**config.mk**
```make
export PLATFORM = sky130hd
export DESIGN_NAME = axil_read_ctrl
export DESIGN_NICKNAME = d
export VERILOG_FILES = /design/src/rtl/axil_pkg.sv /design/src/rtl/mem_pkg.sv /design/src/rtl/axil_read_ctrl.sv
export VERILOG_INCLUDE_DIRS = /design/src /design/src/rtl
export SDC_FILE = /design/constraint.sdc
export NUM_CORES = 1
export LEC_CHECK = 0
export ABC_AREA = 1
export CORE_MARGIN = 10
export CORE_UTILIZATION = 25
export DETAILED_ROUTE_END_ITERATION = 6
export DONT_BUFFER_PORTS = 1
export PLACE_DENSITY = 0.4
export SYNTH_ARGS = -nofsm -noshare
export SYNTH_HDL_FRONTEND = slang
export SYNTH_SLANG_ARGS = --single-unit
```
**constraint.sdc**
```tcl
create_clock -name aclk -period 1 [get_ports aclk]
set_input_delay 0.15 -clock aclk [delete_from_list [all_inputs] [get_ports aclk]]
set_output_delay 0.15 -clock aclk [all_outputs]
set_load 0.01 [all_outputs]
```
**src/rtl/axil_mem_consts.svh**
```systemverilog
// AXI4-Lite bus widths and memory depth constants
`ifndef AXIL_MEM_CONSTS_SVH
`define AXIL_MEM_CONSTS_SVH

// AXI4-Lite channel widths
`define AXIL_ADDR_W 32
`define AXIL_DATA_W 32
`define AXIL_STRB_W (`AXIL_DATA_W / 8)

// Byte lane bits at the bottom of an address
`define AXIL_LANE_W 2

// Word index carried by one address word
`define AXIL_WIDX_W (`AXIL_ADDR_W - `AXIL_LANE_W)

// Block RAM size in words
`define MEM_DEPTH 1024
`define MEM_IDX_W 10

`endif

```
**src/rtl/axil_pkg.sv**
```systemverilog
// AXI4-Lite response code and protection types
package axil_pkg;

    // Only the codes this slave returns
    typedef enum logic [1:0] {
        OKAY   = 2'b00,
        SLVERR = 2'b10
    } resp_t;

    // Privileged, non-secure and instruction bits
    typedef logic [2:0] prot_t;

endpackage

```
**src/rtl/mem_pkg.sv**
```systemverilog
// Address word decode types for the memory bank
`include "axil_mem_consts.svh"

package mem_pkg;

    // Word index split at the bank size and followed by the byte lane
    typedef struct packed {
        logic [`AXIL_WIDX_W-`MEM_IDX_W-1:0] idx_hi;  // Nonzero means out of range
        logic [`MEM_IDX_W-1:0]              idx;     // Bank word
        logic [`AXIL_LANE_W-1:0]            lane;    // Ignored for word access
    } addr_fields_t;

    // One address word seen as bytes or as word and lane
    typedef union packed {
        logic [`AXIL_ADDR_W-1:0] byte_addr;
        addr_fields_t            fields;
    } addr_word_u;

endpackage

```
**src/rtl/axil_read_ctrl.sv**
```systemverilog
// AXI4-Lite read channel controller with one read slot
`timescale 1ns/1ps
`include "axil_mem_consts.svh"

module axil_read_ctrl (
    input  logic                    aclk,
    input  logic                    aresetn,
    input  logic [`AXIL_ADDR_W-1:0] araddr,
    input  logic                    arvalid,
    output logic                    arready,
    output logic [`AXIL_DATA_W-1:0] rdata,
    output axil_pkg::resp_t         rresp,
    output logic                    rvalid,
    input  logic                    rready,
    output logic                    rd_en,
    output logic [`MEM_IDX_W-1:0]   rd_idx,
    input  logic [`AXIL_DATA_W-1:0] rd_data
);
    mem_pkg::addr_word_u ar_word;
    logic                ar_in_range;
    logic                rd_ok;  // Range result of the read in the slot

    assign ar_word.byte_addr = araddr;
    assign rd_idx            = ar_word.fields.idx;

    assign ar_in_range = {ar_word.fields.idx_hi, ar_word.fields.idx}
                         < `AXIL_WIDX_W'(`MEM_DEPTH);

    // Slot empty or draining this cycle
    assign arready = !rvalid || rready;

    // RAM read register loads on the AR handshake edge
    assign rd_en = arvalid && arready;

    always_ff @(posedge aclk) begin
        if (!aresetn) begin
            rvalid <= 1'b0;
        end else if (rd_en) begin
            rvalid <= 1'b1;
        end else if (rready) begin
            rvalid <= 1'b0;
        end
    end

    always_ff @(posedge aclk) begin
        if (rd_en) rd_ok <= ar_in_range;
    end

    // RAM output holds while rd_en is low, so data is stable under back-pressure
    assign rdata = rd_ok ? rd_data : '0;
    assign rresp = rd_ok ? axil_pkg::OKAY : axil_pkg::SLVERR;

endmodule

```
# == Yosys cells after proc, flatten, opt, wreduce, memory -nomap -nowiden ==
# Cells that the tools add are included.
# totals
wordCells,11
output_inout_bits,47
input_bits,68
ff_bits,2
# classes
order_cmp,1
muxes,4
n_reduce_logical,4
# ops
operator,count
$mux W32,1
$lt A30 B11 Y1 const B,1
$mux W1,2
$mux W2,1
$reduce_bool A2 Y1,1
$logic_and A1 B1 Y1,1
$logic_not A1 Y1,1
$logic_or A1 B1 Y1,1

# == Logic depth before layout (Yosys ltp) ==
# depth
ltp_word,4
ltp_mapped,5
ltp_nobuf,5

# == Worst setup path before layout ==
# Ideal clock, no wire load.
# synth_timing
kind,register to register
startpoint,reg rvalid
endpoint,reg rd_ok (enable)
arrival_time_ns,0.618
slack_ns,0.044
required_time_ns,0.661
setup_ns,0.339
stages_incl_launch_ff,2
synth_period_minus_slack_ns,0.956
cell_sequence,dfxtp_1 > a21oi_1
# synth_via
elab_chain_len,3
# synth_rtl
item,line_no,rtl
"start, declared",axil_read_ctrl.sv:13,"output logic rvalid,"
"start signal, assigned",axil_read_ctrl.sv:37,rvalid <= 1'b0;
"start signal, assigned",axil_read_ctrl.sv:39,rvalid <= 1'b1;
"start signal, assigned",axil_read_ctrl.sv:41,rvalid <= 1'b0;
$logic_not A1 Y1,axil_read_ctrl.sv:30,assign arready = !rvalid || rready;
$logic_or A1 B1 Y1,axil_read_ctrl.sv:30,
$logic_and A1 B1 Y1,axil_read_ctrl.sv:33,assign rd_en = arvalid && arready;
via rd_en,axil_read_ctrl.sv:15,"output logic rd_en,"
"end signal, assigned",axil_read_ctrl.sv:46,if (rd_en) rd_ok <= ar_in_range;
"end, declared",axil_read_ctrl.sv:21,logic rd_ok;
# The timed path passes the listed nets, and every way through them passes these cells.
# A chain may end at the register's enable or synchronous reset.

# == Worst setup path in the final report ==
# layout_timing
startpoint,reg rd_ok
endpoint,out rdata[6]
# layout_via
elab_chain_len,1
# layout_rtl
item,line_no,rtl
$mux W32,axil_read_ctrl.sv:50,assign rdata = rd_ok ? rd_data : '0;
"end, declared",axil_read_ctrl.sv:11,"output logic [`AXIL_DATA_W-1:0] rdata,"
# No other way between the ends.

==> impl_metrics.yaml <==
drt:
  drtPass1Iterations: 2
  drc: 0
  viasPerCell: 4.05
  wirelength_um: 1930
  drtIter0Drc: 5
  avgRoutedWirePerCell_um: 15.3
  postRouteAntennaNets: 0
  num_vias: 510
synth:
  synth_nets: 173
  netlist_area_sq_um: 549
  seq_area_frac_synth_pct: 9.11
  yosysWarnings: 0
  avgSynthCellArea_sq_um: 5.23
  ys_ff_latch: 2
  ys_types: 16
  synthTopCellsByArea: "inv_1, nand2_1, buf_4"
  yosys.area.top_type: "inv_1"
  synthCells: 105
  synth_top_area_share_pct: 23.9
sta:
  fin_worst_skew_ns: 0.00794
  fmax_mhz: 875
  rsz0062_at_grt: "yes"
  period_needed_ns: 1.14
  maxSlewViolCount: 0
  fin_crit_sh_pct: 114
  finalWorstSetupSlack_ns: -0.142
  final-hold-violation-count: 0
  finalSetupViolations: 34
floorplan:
  die_height_um: 66.9
  die_x_um: 66.9
  start_util_pct: 27.2
  boundaryPins: 115
  rows: 16
  dieArea_sq_um: 4470
  coreArea_sq_um: 2020
final_layout:
  nFillCells: 235
  antennaDiodeCount: 0
  finalInstanceArea_sq_um: 520
  final_nets: 168
  syn2layout_area_growth_pct: -5.24
  drive_gt1_share_pct: 43.4
  utilization_pct: 25.7
critical_path:
  cp_data_required_time_ns: 0.85
  reg2reg_setup_slack_ns: 0.03
  start_kind: "flop"
  cpMaxStageDelayCell: "edfxtp_1"
  cp_cell_sequence: "buf_12, nand2_1, inv_2"
  path_max_fanout: 28
  worstRegToRegCells: 3
  critPathMaxStageDelay_ns: 0.42
  crit_type: "reg2out"
  cp.arrival_ns: 0.99
  cp-end-kind: "output port"
clock_tree:
  clk_path_buf_depth: 2
  cts_buffers: 3
  ctsHoldBuffers: 0
  htreeDepth: 1
  path_clk_slew_ns: 0.03
  cts_root_buf: "clkbuf_4"
  insertion_delay_ns: 0.23
  cts.sinks: 2
  cts_tree: "done"
placement:
  gp_congestion: 0.643
  dpl-instance-area_sq_um: 474
  io_buffers: 0
  post-place-ws_ns: 0.0874
  post-dp-hpwl_um: 1760
grt:
  grt_pass1_vias: 556
  grt_max_degree: 29
  grt_overflow: 0
  grtUsageTotal_pct: 6.96
  antenna_found_initial: 0
  grt_pass1_wl_um: 2540
power_and_ir_drop:
  power_frac_seq_pct: 21.1
  netSwitchingFraction_pct: 36.9
  intPower_uw: 295
  clkPwrFrac_pct: 43.0
  peakVddDrop_mv: 0.638
  p_leak_uw: 0.000384
  pwr-share-comb_pct: 35.9
  power_density_nw_per_um2: 898
  p_sw_uw: 173
run:
  maxCapViolCount: 0
hold_path:
  whs_path_depth: 1
  min_path_type: "in2reg"
outcome:
  status: "finished with violations"
  violations: "setup timing"
## cell usage in the layout, fill, tap and decap left out, drive strengths merged
cell	n
and2	1
nand4	1
clkbuf	4
a21oi	1
dfxtp	1
nor2	12
buf	5
nand2	36
edfxtp	1
a21boi	1
inv	35
conb	1
## power groups by stage
stage	combinational [uW]	sequential, uW	clock [uW]
3_5_place_dp	151	98.7	0
4_1_cts	168	98.6	210
6_report	168	98.6	201
3_3_place_gp	149	98.2	0
5_1_grt	187	99.4	233
2_1_floorplan	184	96.1	0
## registers in the layout, indices dropped and copies added, names as in the netlist
name and flops:
rd_ok 1, rvalid 1
## metrics by stage
stage / setup TNS (ns) / power, uW / hold slack (ns) / std cells
3_3_place_gp: 0 / 247 / 0.300 / 120
4_1_cts: -4.51 / 476 / 0.0662 / 125
6_report: -4.02 / 467 / 0.0763 / 126
5_1_grt: -6.37 / 519 / 0.0545 / 126
3_5_place_dp: 0 / 249 / 0.300 / 120
2_1_floorplan: 0 / 280 / 0.304 / 105
## per-layer routing
layer	share of wire [%]	global-route usage [%]
met1	32	6.60
met2	50	11.7
met3	17	4.01
met4	0.73	3.59
met5	0	0
## final cells by class
| type | count | area [sq um] | area share (%) |
|---|---|---|---|
| Clock buffer | 4 | 26.3 | 5.05 |
| Inverter | 35 | 131 | 25.2 |
| Multi-Input combinational cell | 53 | 228 | 43.7 |
| Sequential cell | 2 | 51.3 | 9.86 |
| Tap cell | 27 | 33.8 | 6.49 |
| Timing Repair Buffer | 5 | 50.0 | 9.62 |
## synthesized netlist by cell type (all sizes together)
cell type,n
nand4,1
nor2,12
and2,1
conb,1
edfxtp,1
inv,35
a21oi,1
nand2,36
a21boi,1
buf,15
dfxtp,1
## what timing repair did
action | in CTS | in global routing
hold endpoints to repair | 0 | 0
pin swaps | 1 | 1
setup endpoints to repair | 34 | 34
buffers inserted | 1 | 1
gates resized for setup | 29 | 0
## worst max-delay path, delay by kind of cell, from the launching register on
family / cells / cell delay (ns)
flops: 1 / 0.42
simple gates: 1 / 0.09
buf+inv: 2 / 0.24
## worst paths after layout
check / startpoint / end
worst min-delay path: aresetn / rvalid
worst max-delay path: rd_ok / rdata[6]
worst min register to register: rvalid / rvalid
worst max register to register: rvalid / rd_ok
## cell families (layout without fill, tap and decap cells)
logic type / after synthesis / count (layout) / share of synthesized area, %
buffers and inverters: 50 / 44 / 50.1
DFF: 2 / 2 / 9.11
other: 1 / 1 / 0.683
AOI/OAI and AO/OA: 2 / 2 / 2.28
and+or+nand+nor: 50 / 50 / 37.8
Note: power is estimated with default switching activity, not from simulation.
