### src/rtl/axil_mem_consts.svh
// AXI4-Lite bus widths and memory depth constants
`ifndef AXIL_MEM_CONSTS_SVH
`define AXIL_MEM_CONSTS_SVH

// AXI4-Lite channel widths
`define AXIL_ADDR_W 32
`define AXIL_DATA_W 32
`define AXIL_STRB_W (`AXIL_DATA_W / 8)

// Byte lane bits at the bottom of an address
`define AXIL_LANE_W 2

// Word index carried by one address word
`define AXIL_WIDX_W (`AXIL_ADDR_W - `AXIL_LANE_W)

// Block RAM size in words
`define MEM_DEPTH 1024
`define MEM_IDX_W 10

`endif

### src/rtl/axil_pkg.sv
// AXI4-Lite response code and protection types
package axil_pkg;

    // Only the codes this slave returns
    typedef enum logic [1:0] {
        OKAY   = 2'b00,
        SLVERR = 2'b10
    } resp_t;

    // Privileged, non-secure and instruction bits
    typedef logic [2:0] prot_t;

endpackage

### src/rtl/mem_pkg.sv
// Address word decode types for the memory bank
`include "axil_mem_consts.svh"

package mem_pkg;

    // Word index split at the bank size and followed by the byte lane
    typedef struct packed {
        logic [`AXIL_WIDX_W-`MEM_IDX_W-1:0] idx_hi;  // Nonzero means out of range
        logic [`MEM_IDX_W-1:0]              idx;     // Bank word
        logic [`AXIL_LANE_W-1:0]            lane;    // Ignored for word access
    } addr_fields_t;

    // One address word seen as bytes or as word and lane
    typedef union packed {
        logic [`AXIL_ADDR_W-1:0] byte_addr;
        addr_fields_t            fields;
    } addr_word_u;

endpackage

### src/rtl/axil_write_ctrl.sv
// AXI4-Lite write channel controller with address and data holding registers
`timescale 1ns/1ps
`include "axil_mem_consts.svh"

module axil_write_ctrl (
    input  logic                    aclk,
    input  logic                    aresetn,
    input  logic [`AXIL_ADDR_W-1:0] awaddr,
    input  logic                    awvalid,
    output logic                    awready,
    input  logic [`AXIL_DATA_W-1:0] wdata,
    input  logic [`AXIL_STRB_W-1:0] wstrb,
    input  logic                    wvalid,
    output logic                    wready,
    output axil_pkg::resp_t         bresp,
    output logic                    bvalid,
    input  logic                    bready,
    output logic                    wr_en,
    output logic [`MEM_IDX_W-1:0]   wr_idx,
    output logic [`AXIL_DATA_W-1:0] wr_data,
    output logic [`AXIL_STRB_W-1:0] wr_strb
);
    mem_pkg::addr_word_u aw_word;  // Held write address
    logic                aw_full;
    logic                w_full;
    logic                commit;   // RAM write cycle of a joined pair
    logic                join_req;
    logic                aw_in_range;

    assign awready = !aw_full;
    assign wready  = !w_full;
    assign wr_idx  = aw_word.fields.idx;

    // Whole word index against the bank size
    assign aw_in_range = {aw_word.fields.idx_hi, aw_word.fields.idx}
                         < `AXIL_WIDX_W'(`MEM_DEPTH);

    // Both halves present, nothing in flight, B slot empty
    assign join_req = aw_full && w_full && !commit && !bvalid;

    always_ff @(posedge aclk) begin
        if (!aresetn) begin
            aw_full <= 1'b0;
            w_full  <= 1'b0;
        end else begin
            if (awvalid && awready) aw_full <= 1'b1;
            else if (commit)        aw_full <= 1'b0;
            if (wvalid && wready)   w_full  <= 1'b1;
            else if (commit)        w_full  <= 1'b0;
        end
    end

    always_ff @(posedge aclk) begin
        if (awvalid && awready) aw_word.byte_addr <= awaddr;
        if (wvalid && wready) begin
            wr_data <= wdata;
            wr_strb <= wstrb;
        end
        if (commit) bresp <= aw_in_range ? axil_pkg::OKAY : axil_pkg::SLVERR;
    end

    always_ff @(posedge aclk) begin
        if (!aresetn) begin
            commit <= 1'b0;
            wr_en  <= 1'b0;
            bvalid <= 1'b0;
        end else begin
            commit <= join_req;
            wr_en  <= join_req && aw_in_range;  // Out-of-range writes leave the RAM alone
            if (commit)      bvalid <= 1'b1;
            else if (bready) bvalid <= 1'b0;
        end
    end

endmodule

### config.mk
export PLATFORM = sky130hd
export DESIGN_NAME = axil_write_ctrl
export DESIGN_NICKNAME = d
export VERILOG_FILES = /design/src/rtl/axil_pkg.sv /design/src/rtl/mem_pkg.sv /design/src/rtl/axil_write_ctrl.sv
export VERILOG_INCLUDE_DIRS = /design/src /design/src/rtl
export SDC_FILE = /design/constraint.sdc
export NUM_CORES = 1
export LEC_CHECK = 0
export ABC_AREA = 1
export BUFFER_PORTS_ARGS = -buffer_cell sky130_fd_sc_hd__buf_2
export CAP_MARGIN = 5
export CORE_ASPECT_RATIO = 1.2
export CORE_MARGIN = 2
export CORE_UTILIZATION = 41
export CTS_BUF_LIST = sky130_fd_sc_hd__clkbuf_2
export DETAILED_ROUTE_END_ITERATION = 12
export MAX_ROUTING_LAYER = met4
export PLACE_DENSITY = 0.77
export REMOVE_ABC_BUFFERS = 1
export SLEW_MARGIN = 20
export SYNTH_ARGS = -nofsm -noshare
export SYNTH_HDL_FRONTEND = slang
export SYNTH_SLANG_ARGS = --single-unit
### constraint.sdc
create_clock -name aclk -period 1.55 [get_ports aclk]
set_input_delay 0.2325 -clock aclk [delete_from_list [all_inputs] [get_ports aclk]]
set_output_delay 0.2325 -clock aclk [all_outputs]
set_load 0.005 [all_outputs]
* Word level (Yosys, flattened, before mapping) *
Cells that the tools add are included.

storage, ports and cells
  bits in registers = 75
  output and inout bits = 52
  logic and storage cells = 29

operators by class
  magnitude comparators = 1
  multiplexer cells = 6
  reduce and logical (&&, ||, !) cells = 13

operators with widths
  cell                                                                    count
  30-bit by 11-bit < comparator with 1-bit output, second input constant  1
  1-bit logical AND                                                       6
  2-bit nonzero test                                                      3
  1-bit 2-to-1 mux                                                        5
  1-bit logical NOT                                                       4
  2-bit 2-to-1 mux                                                        1

* Depth between registers and ports, before layout *
Gate-level depths: netlist of run 1.

  depth after elaboration = 4
  gate-level depth with buffers = 5
  mapped depth without buffers = 5

* Worst setup path after synthesis of run 1 *
No wires, ideal clock.

  path type = register to register
  start = register w_full
  end = register wr_data[0], enable pin
  setup time = 0.391 ns
  data arrival time = 1.141 ns
  setup slack = 0.018 ns
  stages on the path, launching flop included = 4
  clock period less this slack = 1.532 ns
  cell sequence = dfxtp_1 inv_1 nand2_1 inv_1

between the ends
  longest elaborated chain between the ends = 2

RTL lines
  item                    line                   text
  from (decl)             axil_write_ctrl.sv:25  logic w_full;
  from (signal assigned)  axil_write_ctrl.sv:44  w_full <= 1'b0;
  from (signal assigned)  axil_write_ctrl.sv:48  if (wvalid && wready) w_full <= 1'b1;
  from (signal assigned)  axil_write_ctrl.sv:49  else if (commit) w_full <= 1'b0;
  1-bit logical NOT       axil_write_ctrl.sv:31  assign wready = !w_full;
  named net wready        axil_write_ctrl.sv:14  output logic wready,
  1-bit logical AND       axil_write_ctrl.sv:55  if (wvalid && wready) begin
  to (signal assigned)    axil_write_ctrl.sv:56  wr_data <= wdata;
  to (decl)               axil_write_ctrl.sv:20  output logic [`AXIL_DATA_W-1:0] wr_data,

The timed path passes the listed nets, and every way through them passes these cells.
A chain may end at the register's enable or synchronous reset.

* Worst setup path after layout of run 1 *
  start = register wr_data[14]
  end = output wr_data[14]

No word-level cell between the ends.

==> out/metrics.cfg, run 1 <==
[cells_and_area]
antenna_cells=0
syn2layout_area_growth_pct=59.9
multi_input_area_um2=139
final_nets=382
seq_area_mm2=0.00211
drive_above_1_share_pct=45.5
final_core_util_pct=67.3
n_fill_cell=384

[worst_setup_path]
crit_type=reg2out
path_max_fanout=1
end_kind=output pin
required_ns=1.32
crit_buf_inv=1
crit_chain=buf_2
reg2reg_depth=4
cp.depth=1
worstPathArrival_ns=1.06
worst_path_max_delay_cell=edfxtp_1
worstSetupStartpointType=flip-flop
cp_slowest_stage_delay_ns=0.44
path_delay_family=flip-flops
regToRegSetupSlack_ns=0.32

[yosys]
synth_area_mm2=0.00236
netlist.top_cell.by_area=edfxtp_1
synth_area_leaders=edfxtp_1 (85%), dfxtp_1 (4.2%), buf_4 (3.5%)
synth_edf_count=67
synth_cell_types=12
syn_avg_cell_area_um2=20.0
synth-seq-cells=72
synthCells=118
synthTopCellsByCount=edfxtp_1 (67), nor2_1 (13), buf_4 (11)
netlist.area_leader.share_pct=85.4
yosys_most_used_dff=edfxtp_1
synth-async-reset-ratio_pct=0
yosys_warnings=0
ys_seq_area_share_pct=89.6
synth_most_common_cell=edfxtp_1

[global_route]
first_global_vias=1754
grt_max_degree=38
gr-max-usage-layer=met2
grt_pass1_wl_um=8170
track_usage_pct=18.4
use_met3_pct=6.13
gr-total-overflow=0
gr-usage-met2_pct=30.7
antenna_found_initial=0
met1_usage_pct=19.3

[route]
drt-vias-per-instance=4.35
wirelength_um=5510
detail-route-antenna-nets=0
drc_errors=0
vias=1646
drt_iter0_markers=137
post_drt_wl_per_cell_um=14.6
first_pass_iters=4

[power_and_ir_drop]
finalPower_mw=3.52
ir_drop_mv=0.504
powerDensity_mw_per_mm2=935
p_leak_nw=1.61

[clocking]
clkTransAtPathRegs_ns=0.20
ctsRootBufferMaster=clkbuf_2
h-tree-depth=3
clockBufferDepth=2
cts_resized=0
cts_made_buffers=9
clock-sinks=72
cts_tree=done
clkLatencyLatePin_ns=0.48

[run_status]
run_status=completed

[timing]
tns_ns=0
fin_crit_ns=1.29
grt_setup_unrepaired=no
min_period_over_period_pct=83.4
slew_violations=0
setup_violations=0
finClkSkew_ns=0.0181
fmax_mhz=774
hold_violations=0

[floorplanning]
io_pins=125
die_width_um=73.2
dieArea_mm2=0.00637
start_util_pct=42.1
placementRows=30
coreArea_mm2=0.00559
die_y_um=87.0

[placed_design]
hpwl_um=3020
portBuffers=121
gp_congestion=0.700

[job]
maxCapViolCount=0

[min_path]
min_path_cells=4
min-delay-path-class=in2reg

==> power by group <==
part	switching [mW]	internal (mW)
combinational	0.162	0.247
sequential	0.0304	2.26
clock	0.610	0.209
==> cell type report <==
type | instances | share of cell area, %
clock buffer | 10 | 1.33
clock inverter | 6 | 0.963
inverter | 6 | 0.598
multi-input combinational | 29 | 3.69
sequential | 72 | 56.1
tap | 64 | 2.13
timing repair buffer | 191 | 35.2
==> cells in the final DEF, fill, tap and decap left out, types with 2 or more instances in the layout <==
cell type | synthesis | layout
buf_12 | 0 | 2
buf_2 | 0 | 121
clkbuf_2 | 0 | 10
clkinv_2 | 0 | 4
dfxtp_1 | 5 | 5
dlygate4sd3_1 | 0 | 68
edfxtp_1 | 67 | 67
inv_1 | 6 | 6
nand2_1 | 6 | 6
nor2_1 | 13 | 13
nor2_2 | 3 | 3
o21a_1 | 3 | 3
==> worst min-delay path, stage by stage <==
cell	delay, ns
buf_2	0.10
nand2_1	0.05
inv_1	0.06
buf_12	0.18
==> stage by stage <==
step           area [µm²]  std cells  setup slack, ns  hold WS, ns
2_1_floorplan        2270        107           0.0177        0.331
3_3_place_gp         3000        294            0.511        0.409
3_5_place_dp         3000        294            0.485        0.411
4_1_cts              3770        378            0.227        0.265
5_1_grt              3770        378            0.169        0.286
6_report             3770        378            0.257        0.310
==> cell families after synthesis <==
logic type	synth area share, %
compound gates	0.956
buf+inv	4.46
flops	89.6
other cells	0.159
simple gates	4.78
==> registers in the layout (all words and copies together), names as in the netlist <==
signal and cells:
wr_strb 4, w_full 1, wr_en 1, aw_full 1, aw_word 30, commit 1, bresp 1, bvalid 1
wr_data 32
==> layer usage <==
layer | routed length [µm] | vias to the layer above
met5 | 0 | -
met4 | 113 | 0
met3 | 522 | 12
met2 | 2840 | 96
met1 | 2030 | 743
li1 | - | 795
==> path summary, 6_finish.rpt <==
| kind | endpoint | from |
|---|---|---|
| worst min-delay path | wr_data[14] | wvalid |
| worst max-delay path | wr_data[14] | wr_data[14] |
| worst max register to register | bvalid | bvalid |
| worst min register to register | commit | aw_full |
==> repair_timing <==
item | in CTS | in global routing
endpoints found under the hold margin | 69 | 0
endpoints found under the setup margin | 0 | 0
hold buffers | 68 | 0
buffers inserted | 0 | 0
No activity file was read; power rests on OpenSTA's default activity.
==> inputs of run 2 (changes only) <==
--- a/config.mk
+++ b/config.mk
@@ -11,11 +11,11 @@
 export CAP_MARGIN = 5
 export CORE_ASPECT_RATIO = 1.2
 export CORE_MARGIN = 2
-export CORE_UTILIZATION = 41
+export CORE_UTILIZATION = 46
 export CTS_BUF_LIST = sky130_fd_sc_hd__clkbuf_2
 export DETAILED_ROUTE_END_ITERATION = 12
 export MAX_ROUTING_LAYER = met4
-export PLACE_DENSITY = 0.77
+export PLACE_DENSITY = 0.82
 export REMOVE_ABC_BUFFERS = 1
 export SLEW_MARGIN = 20
 export SYNTH_ARGS = -nofsm -noshare
==> constraint.sdc (replaced) <==
create_clock -name aclk -period 1.2 [get_ports aclk]
set_input_delay 0.18 -clock aclk [delete_from_list [all_inputs] [get_ports aclk]]
set_output_delay 0.18 -clock aclk [all_outputs]
set_load 0.005 [all_outputs]
==> out/metrics.cfg, run 2 (same netlist as run 1, synthesis figures left out) <==
[worst_setup_path]
worstSetupStartpointType=flip-flop
required_ns=1.02  ; -0.30 ns
worstPathArrival_ns=1.11  ; +0.05 ns
crit_buf_inv=1  ; unchanged
crit_type=reg2out
cp_slowest_stage_delay_ns=0.44  ; about the same
end_kind=output pin
cp.depth=1  ; unchanged
path_delay_family=flip-flops
regToRegSetupSlack_ns=0.06  ; -0.26 ns
r2r_end=aw_word[19]
crit_start=aw_word[6]
worst_path_max_delay_cell=edfxtp_1
r2r_start=aw_full
critPathCapture=wr_idx[4]
path_max_fanout=1  ; unchanged
crit_chain=buf_2
reg2reg_depth=5  ; +1

[global_route]
use_met3_pct=6.19  ; +0.055 points
antenna_found_initial=0  ; unchanged
first_global_vias=1848  ; +5.4%
met1_usage_pct=23.3  ; +4.0 points
grt_max_degree=37  ; -2.6%
gr-usage-met2_pct=40.6  ; +9.9 points
gr-total-overflow=0  ; unchanged
grt_pass1_wl_um=8830  ; +8.1%
track_usage_pct=22.2  ; +3.8 points
gr-max-usage-layer=met2

[clocking]
cts_made_buffers=9  ; unchanged
clkLatencyLatePin_ns=0.52  ; +0.04 ns
ctsRootBufferMaster=clkbuf_2
clockBufferDepth=2  ; unchanged
clock-sinks=72  ; unchanged
cts_tree=done
clkTransAtPathRegs_ns=0.21  ; about the same
h-tree-depth=3  ; unchanged

[power_and_ir_drop]
p_sw_mw=1.10  ; +37%
ir_drop_mv=1.00  ; +98%
internal_power_mw=4.39  ; +61%
seqPwrFrac_pct=54.0  ; -11 points
p_leak_nw=1.69  ; +4.7%
clkPwrFrac_pct=35.2  ; +12 points
powerDensity_mw_per_mm2=1390  ; +49%
netSwitchingFraction_pct=20.1  ; -2.7 points
p_comb_share_pct=10.8  ; -0.8 points
finalPower_mw=5.49  ; +56%

[route]
wirelength_um=6170  ; +12%
first_pass_iters=4  ; unchanged
drt_iter0_markers=106  ; -23%
post_drt_wl_per_cell_um=16.3  ; +12%
drt-vias-per-instance=4.62  ; +6.2%
vias=1752  ; +6.4%
drc_errors=0  ; unchanged
detail-route-antenna-nets=0  ; unchanged

[placed_design]
gp_congestion=0.669  ; -4.4%
portBuffers=121  ; unchanged
hpwl_um=3030  ; +0.52%
dpl_cell_area_mm2=0.00301  ; +0.50%

[cells_and_area]
n_fill_cell=258  ; -33%
syn2layout_area_growth_pct=67.6
reg_top3=wr_data: 32 flops, aw_word: 30 flops, wr_strb: 4 flops
final_core_util_pct=79.9  ; +13 points
final_common_cell=buf_2
antenna_cells=0  ; unchanged
largest_register_ffs=32  ; unchanged
regMostFlops=wr_data
final_cell_mix=buf_2 (119), dlygate4sd3_1 (68), edfxtp_1 (67)
final_nets=387  ; +1.3%
drive_above_1_share_pct=48.6  ; +3.0 points
final_area_mm2=0.00395  ; +4.8%
multi_input_area_um2=144  ; +3.6%
seq_area_mm2=0.00212  ; +0.18%

[floorplanning]
dieArea_mm2=0.00571  ; -10%
placementRows=28  ; -6.7%
start_util_pct=47.7  ; +5.6 points
die_y_um=82.4  ; -5.3%
die_width_um=69.3  ; -5.3%
io_pins=125  ; unchanged
coreArea_mm2=0.00494  ; -12%

[timing]
grt_setup_unrepaired=yes
setup_violations=36  ; +36
fin_crit_ns=1.29
finClkSkew_ns=0.0256  ; +0.00746 ns
hold_violations=0  ; unchanged
min_period_over_period_pct=108
fmax_mhz=774
fin_ws_ns=-0.0919  ; -0.349 ns
tns_ns=-1.15  ; -1.15 ns
slew_violations=0  ; unchanged

[min_path]
min-delay-path-class=in2reg

[run_status]
violations=setup timing
run_status=finished with violations

[job]
maxCapViolCount=0  ; unchanged

## run 2: changes by cell type in the layout (fill, tap and decap cells not counted), sizes merged
cell / change
clkbuf: +1
buf: +4
bufinv: +4
clkinv: -4
## run 2: worst min-delay path by stage
stage               startpoint     endpoint  slack, ns  depth (start not counted)
global route            wvalid       w_full       0.03                          4
global placement     wdata[26]  wr_data[26]       0.36                          1
floorplan           awaddr[10]  aw_word[10]       0.28                          0
detailed placement  awaddr[17]  aw_word[17]       0.36                          1
finish                  wvalid       w_full       0.03                          4
CTS                     wvalid       w_full      0.005                          4
## run 2: per-stage QoR
step           std cells  setup slack [ns]  hold slack (ns)
6_report             379           -0.0919           0.0324
4_1_cts              376           -0.0714          0.00504
5_1_grt              379            -0.170           0.0341
3_5_place_dp         291             0.112            0.358
2_1_floorplan        107            -0.332            0.279
3_3_place_gp         291             0.158            0.357
## run 2: layout make-up
type | instances | share of cell area (%)
clock buffers | 10 | 1.27
clock inverters | 6 | 3.33
inverters | 6 | 0.634
multi-input cells | 29 | 3.65
flip-flops and latches | 72 | 53.6
well taps | 60 | 1.90
repair buffers | 196 | 35.6
## run 2: routing by layer
metal / part of all wire, % / wire length (µm) / vias up
met3: 8.8 / 545 / 12
met5: 0 / 0 / -
li1: - / - / 809
met2: 55 / 3380 / 114
met1: 35 / 2140 / 817
met4: 1.6 / 100 / 0
## run 2: worst reg2reg max path, cell delays in order, from the launching register on
cell and delay, ns:
dfxtp_2 0.37, inv_2 0.07, buf_4 0.13, nand2_2 0.06
inv_4 0.10, buf_12 0.15
## run 2: power groups by stage
stage / combinational (mW) / clock (mW) / sequential (mW)
global route: 0.635 / 2.05 / 2.98
global placement: 0.346 / 0 / 3.01
detailed placement: 0.360 / 0 / 3.02
finish: 0.591 / 1.93 / 2.97
CTS: 0.539 / 1.94 / 2.96
floorplan: 0.0767 / 0 / 3.03
## run 2: timing repair
action	CTS	global route
gates cloned	0	1
endpoints found under the setup margin	50	82
resized for setup	6	5
setup buffers	1	2
endpoints found under the hold margin	71	0
hold buffers	68	0
==> inputs of run 3 (changes only) <==
--- a/config.mk
+++ b/config.mk
@@ -15,7 +15,7 @@
 export CTS_BUF_LIST = sky130_fd_sc_hd__clkbuf_2
 export DETAILED_ROUTE_END_ITERATION = 12
 export MAX_ROUTING_LAYER = met4
-export PLACE_DENSITY = 0.82
+export PLACE_DENSITY_LB_ADDON = 0.15
 export REMOVE_ABC_BUFFERS = 1
 export SLEW_MARGIN = 20
 export SYNTH_ARGS = -nofsm -noshare
==> constraint.sdc (replaced) <==
create_clock -name aclk -period 1.2 [get_ports aclk]
set_input_delay 0.06 -clock aclk [delete_from_list [all_inputs] [get_ports aclk]]
set_output_delay 0.06 -clock aclk [all_outputs]
set_load 0.005 [all_outputs]
==> out/metrics.cfg, run 3 (same netlist as run 1, synthesis figures left out) <==
[run_status]
run_status=completed

[clocking]
cts_tree=done
clkTransAtPathRegs_ns=0.18  ; -0.03 ns
ctsRootBufferMaster=clkbuf_2
clockBufferDepth=2  ; unchanged
cts_made_buffers=9  ; unchanged
clock-sinks=72  ; unchanged
clkLatencyLatePin_ns=0.46  ; -0.06 ns
h-tree-depth=3  ; unchanged

[route]
vias=1656  ; -5.5%
drt-vias-per-instance=4.40  ; -4.7%
detail-route-antenna-nets=0  ; unchanged
wirelength_um=5160  ; -16%
post_drt_wl_per_cell_um=13.7  ; -16%
drt_iter0_markers=96  ; -9.4%
first_pass_iters=4  ; unchanged
drc_errors=0  ; unchanged

[placed_design]
hpwl_um=2850  ; -6.1%
portBuffers=121  ; unchanged
gp_congestion=0.735  ; +9.7%
dpl_cell_area_mm2=0.00299  ; -0.66%

[floorplanning]
placementRows=28  ; unchanged
start_util_pct=47.7  ; unchanged
coreArea_mm2=0.00494  ; unchanged
io_pins=125  ; unchanged
dieArea_mm2=0.00571  ; unchanged
die_width_um=69.3  ; unchanged
die_y_um=82.4  ; unchanged

[global_route]
gr-total-overflow=0  ; unchanged
first_global_vias=1610  ; -13%
track_usage_pct=18.3  ; -3.9 points
antenna_found_initial=0  ; unchanged
grt_max_degree=37  ; unchanged
grt_pass1_wl_um=7550  ; -15%

[timing]
min_period_over_period_pct=89.9  ; -18 points
tns_ns=0  ; +1.15 ns
hold_violations=0  ; unchanged
hold_slack_ns=0.131  ; +0.0987 ns
grt_setup_unrepaired=no
fin_crit_ns=1.08  ; -0.213 ns
finClkSkew_ns=0.0223  ; -0.00325 ns
slew_violations=0  ; unchanged
setup_violations=0  ; -100%
fmax_mhz=927  ; +20%

[worst_setup_path]
crit_chain=buf_2
path_delay_family=flip-flops
cp.depth=1  ; unchanged
r2r_end=aw_word[17]
required_ns=1.14  ; +0.12 ns
cp_slowest_stage_delay_ns=0.42  ; -0.02 ns
worstPathArrival_ns=1.02  ; -0.09 ns
crit_buf_inv=1  ; unchanged
end_kind=output pin
crit_type=reg2out
regToRegSetupSlack_ns=0.13  ; +0.07 ns
critPathCapture=wr_data[7]
crit_start=wr_data[7]
reg2reg_depth=4  ; -1
r2r_start=aw_full
worst_path_max_delay_cell=edfxtp_1
path_max_fanout=1  ; unchanged
worstSetupStartpointType=flip-flop

[cells_and_area]
syn2layout_area_growth_pct=61.8
final_common_cell=buf_2
antenna_cells=0  ; unchanged
final_cell_mix=buf_2 (121), dlygate4sd3_1 (69), edfxtp_1 (67)
final_core_util_pct=77.2  ; -2.7 points
final_area_mm2=0.00381  ; -3.4%
drive_above_1_share_pct=45.3  ; -3.3 points
final_nets=384  ; -0.78%
largest_register_ffs=32  ; unchanged
reg_top3=wr_data: 32 flops, aw_word: 30 flops, wr_strb: 4 flops
n_fill_cell=302  ; +17%
regMostFlops=wr_data

[power_and_ir_drop]
ir_drop_mv=1.06  ; +5.6%
p_leak_nw=1.63  ; -3.3%
powerDensity_mw_per_mm2=1240  ; -10%

[min_path]
min-delay-path-class=in2reg

[job]
maxCapViolCount=0  ; unchanged

## run 3: changes by cell type in the layout (fill, tap and decap cells not counted), sizes merged
cell / before / now
bufinv: 4 / 1
clkbuf: 11 / 12
clkinvlp: 1 / 0
dlygate4sd3: 68 / 69
buf: 127 / 123
clkinv: 1 / 4
## run 3: through the flow
step | cells | total power, mW | setup slack [ns]
floorplan | 107 | 3.11 | -0.332
global placement | 290 | 3.34 | 0.161
detailed placement | 290 | 3.36 | 0.143
CTS | 375 | 4.76 | 0.0569
global route | 376 | 4.96 | 0.00670
finish | 376 | 4.75 | 0.121
## run 3: where the power goes
group / internal [mW] / switching, mW / leakage (nW)
clock: 0.481 / 0.765 / 0.0708
combinational: 0.334 / 0.209 / 0.877
sequential: 2.92 / 0.0369 / 0.684
total: 3.74 / 1.01 / 1.63
## run 3: layout make-up
class | count | area (µm²) | area share [%]
Tap cell | 60 | 75.1 | 1.97
Timing Repair Buffer | 193 | 1360 | 35.7
Clock buffer | 11 | 55.1 | 1.44
Inverter | 6 | 22.5 | 0.591
Multi-Input combinational cell | 29 | 139 | 3.64
Sequential cell | 72 | 2110 | 55.4
Clock inverter | 5 | 47.5 | 1.25
## run 3: how the worst min path moves through the flow
stage	startpoint	endpoint	cells past startpoint
2_1_floorplan	awaddr[10]	aw_word[10]	0
3_3_place_gp	wdata[24]	wr_data[24]	1
3_5_place_dp	awaddr[28]	aw_word[28]	1
4_1_cts	awvalid	aw_word[27]	4
5_1_grt	awvalid	aw_word[25]	4
6_report	awvalid	aw_full	5
## run 3: timing repair
item	CTS	global route
hold endpoints to repair	71	0
hold buffers	69	0
resized for setup	0	1
endpoints found under the setup margin	0	8
setup buffers	0	0
## run 3: metal layers
metal / routed length [µm] / GRT usage [%] / share of wire [%]
met1: 2120 / 20.8 / 41
met2: 2590 / 30.5 / 50
met3: 376 / 5.10 / 7.3
met4: 69 / 9.22 / 1.3
met5: 0 / - / 0
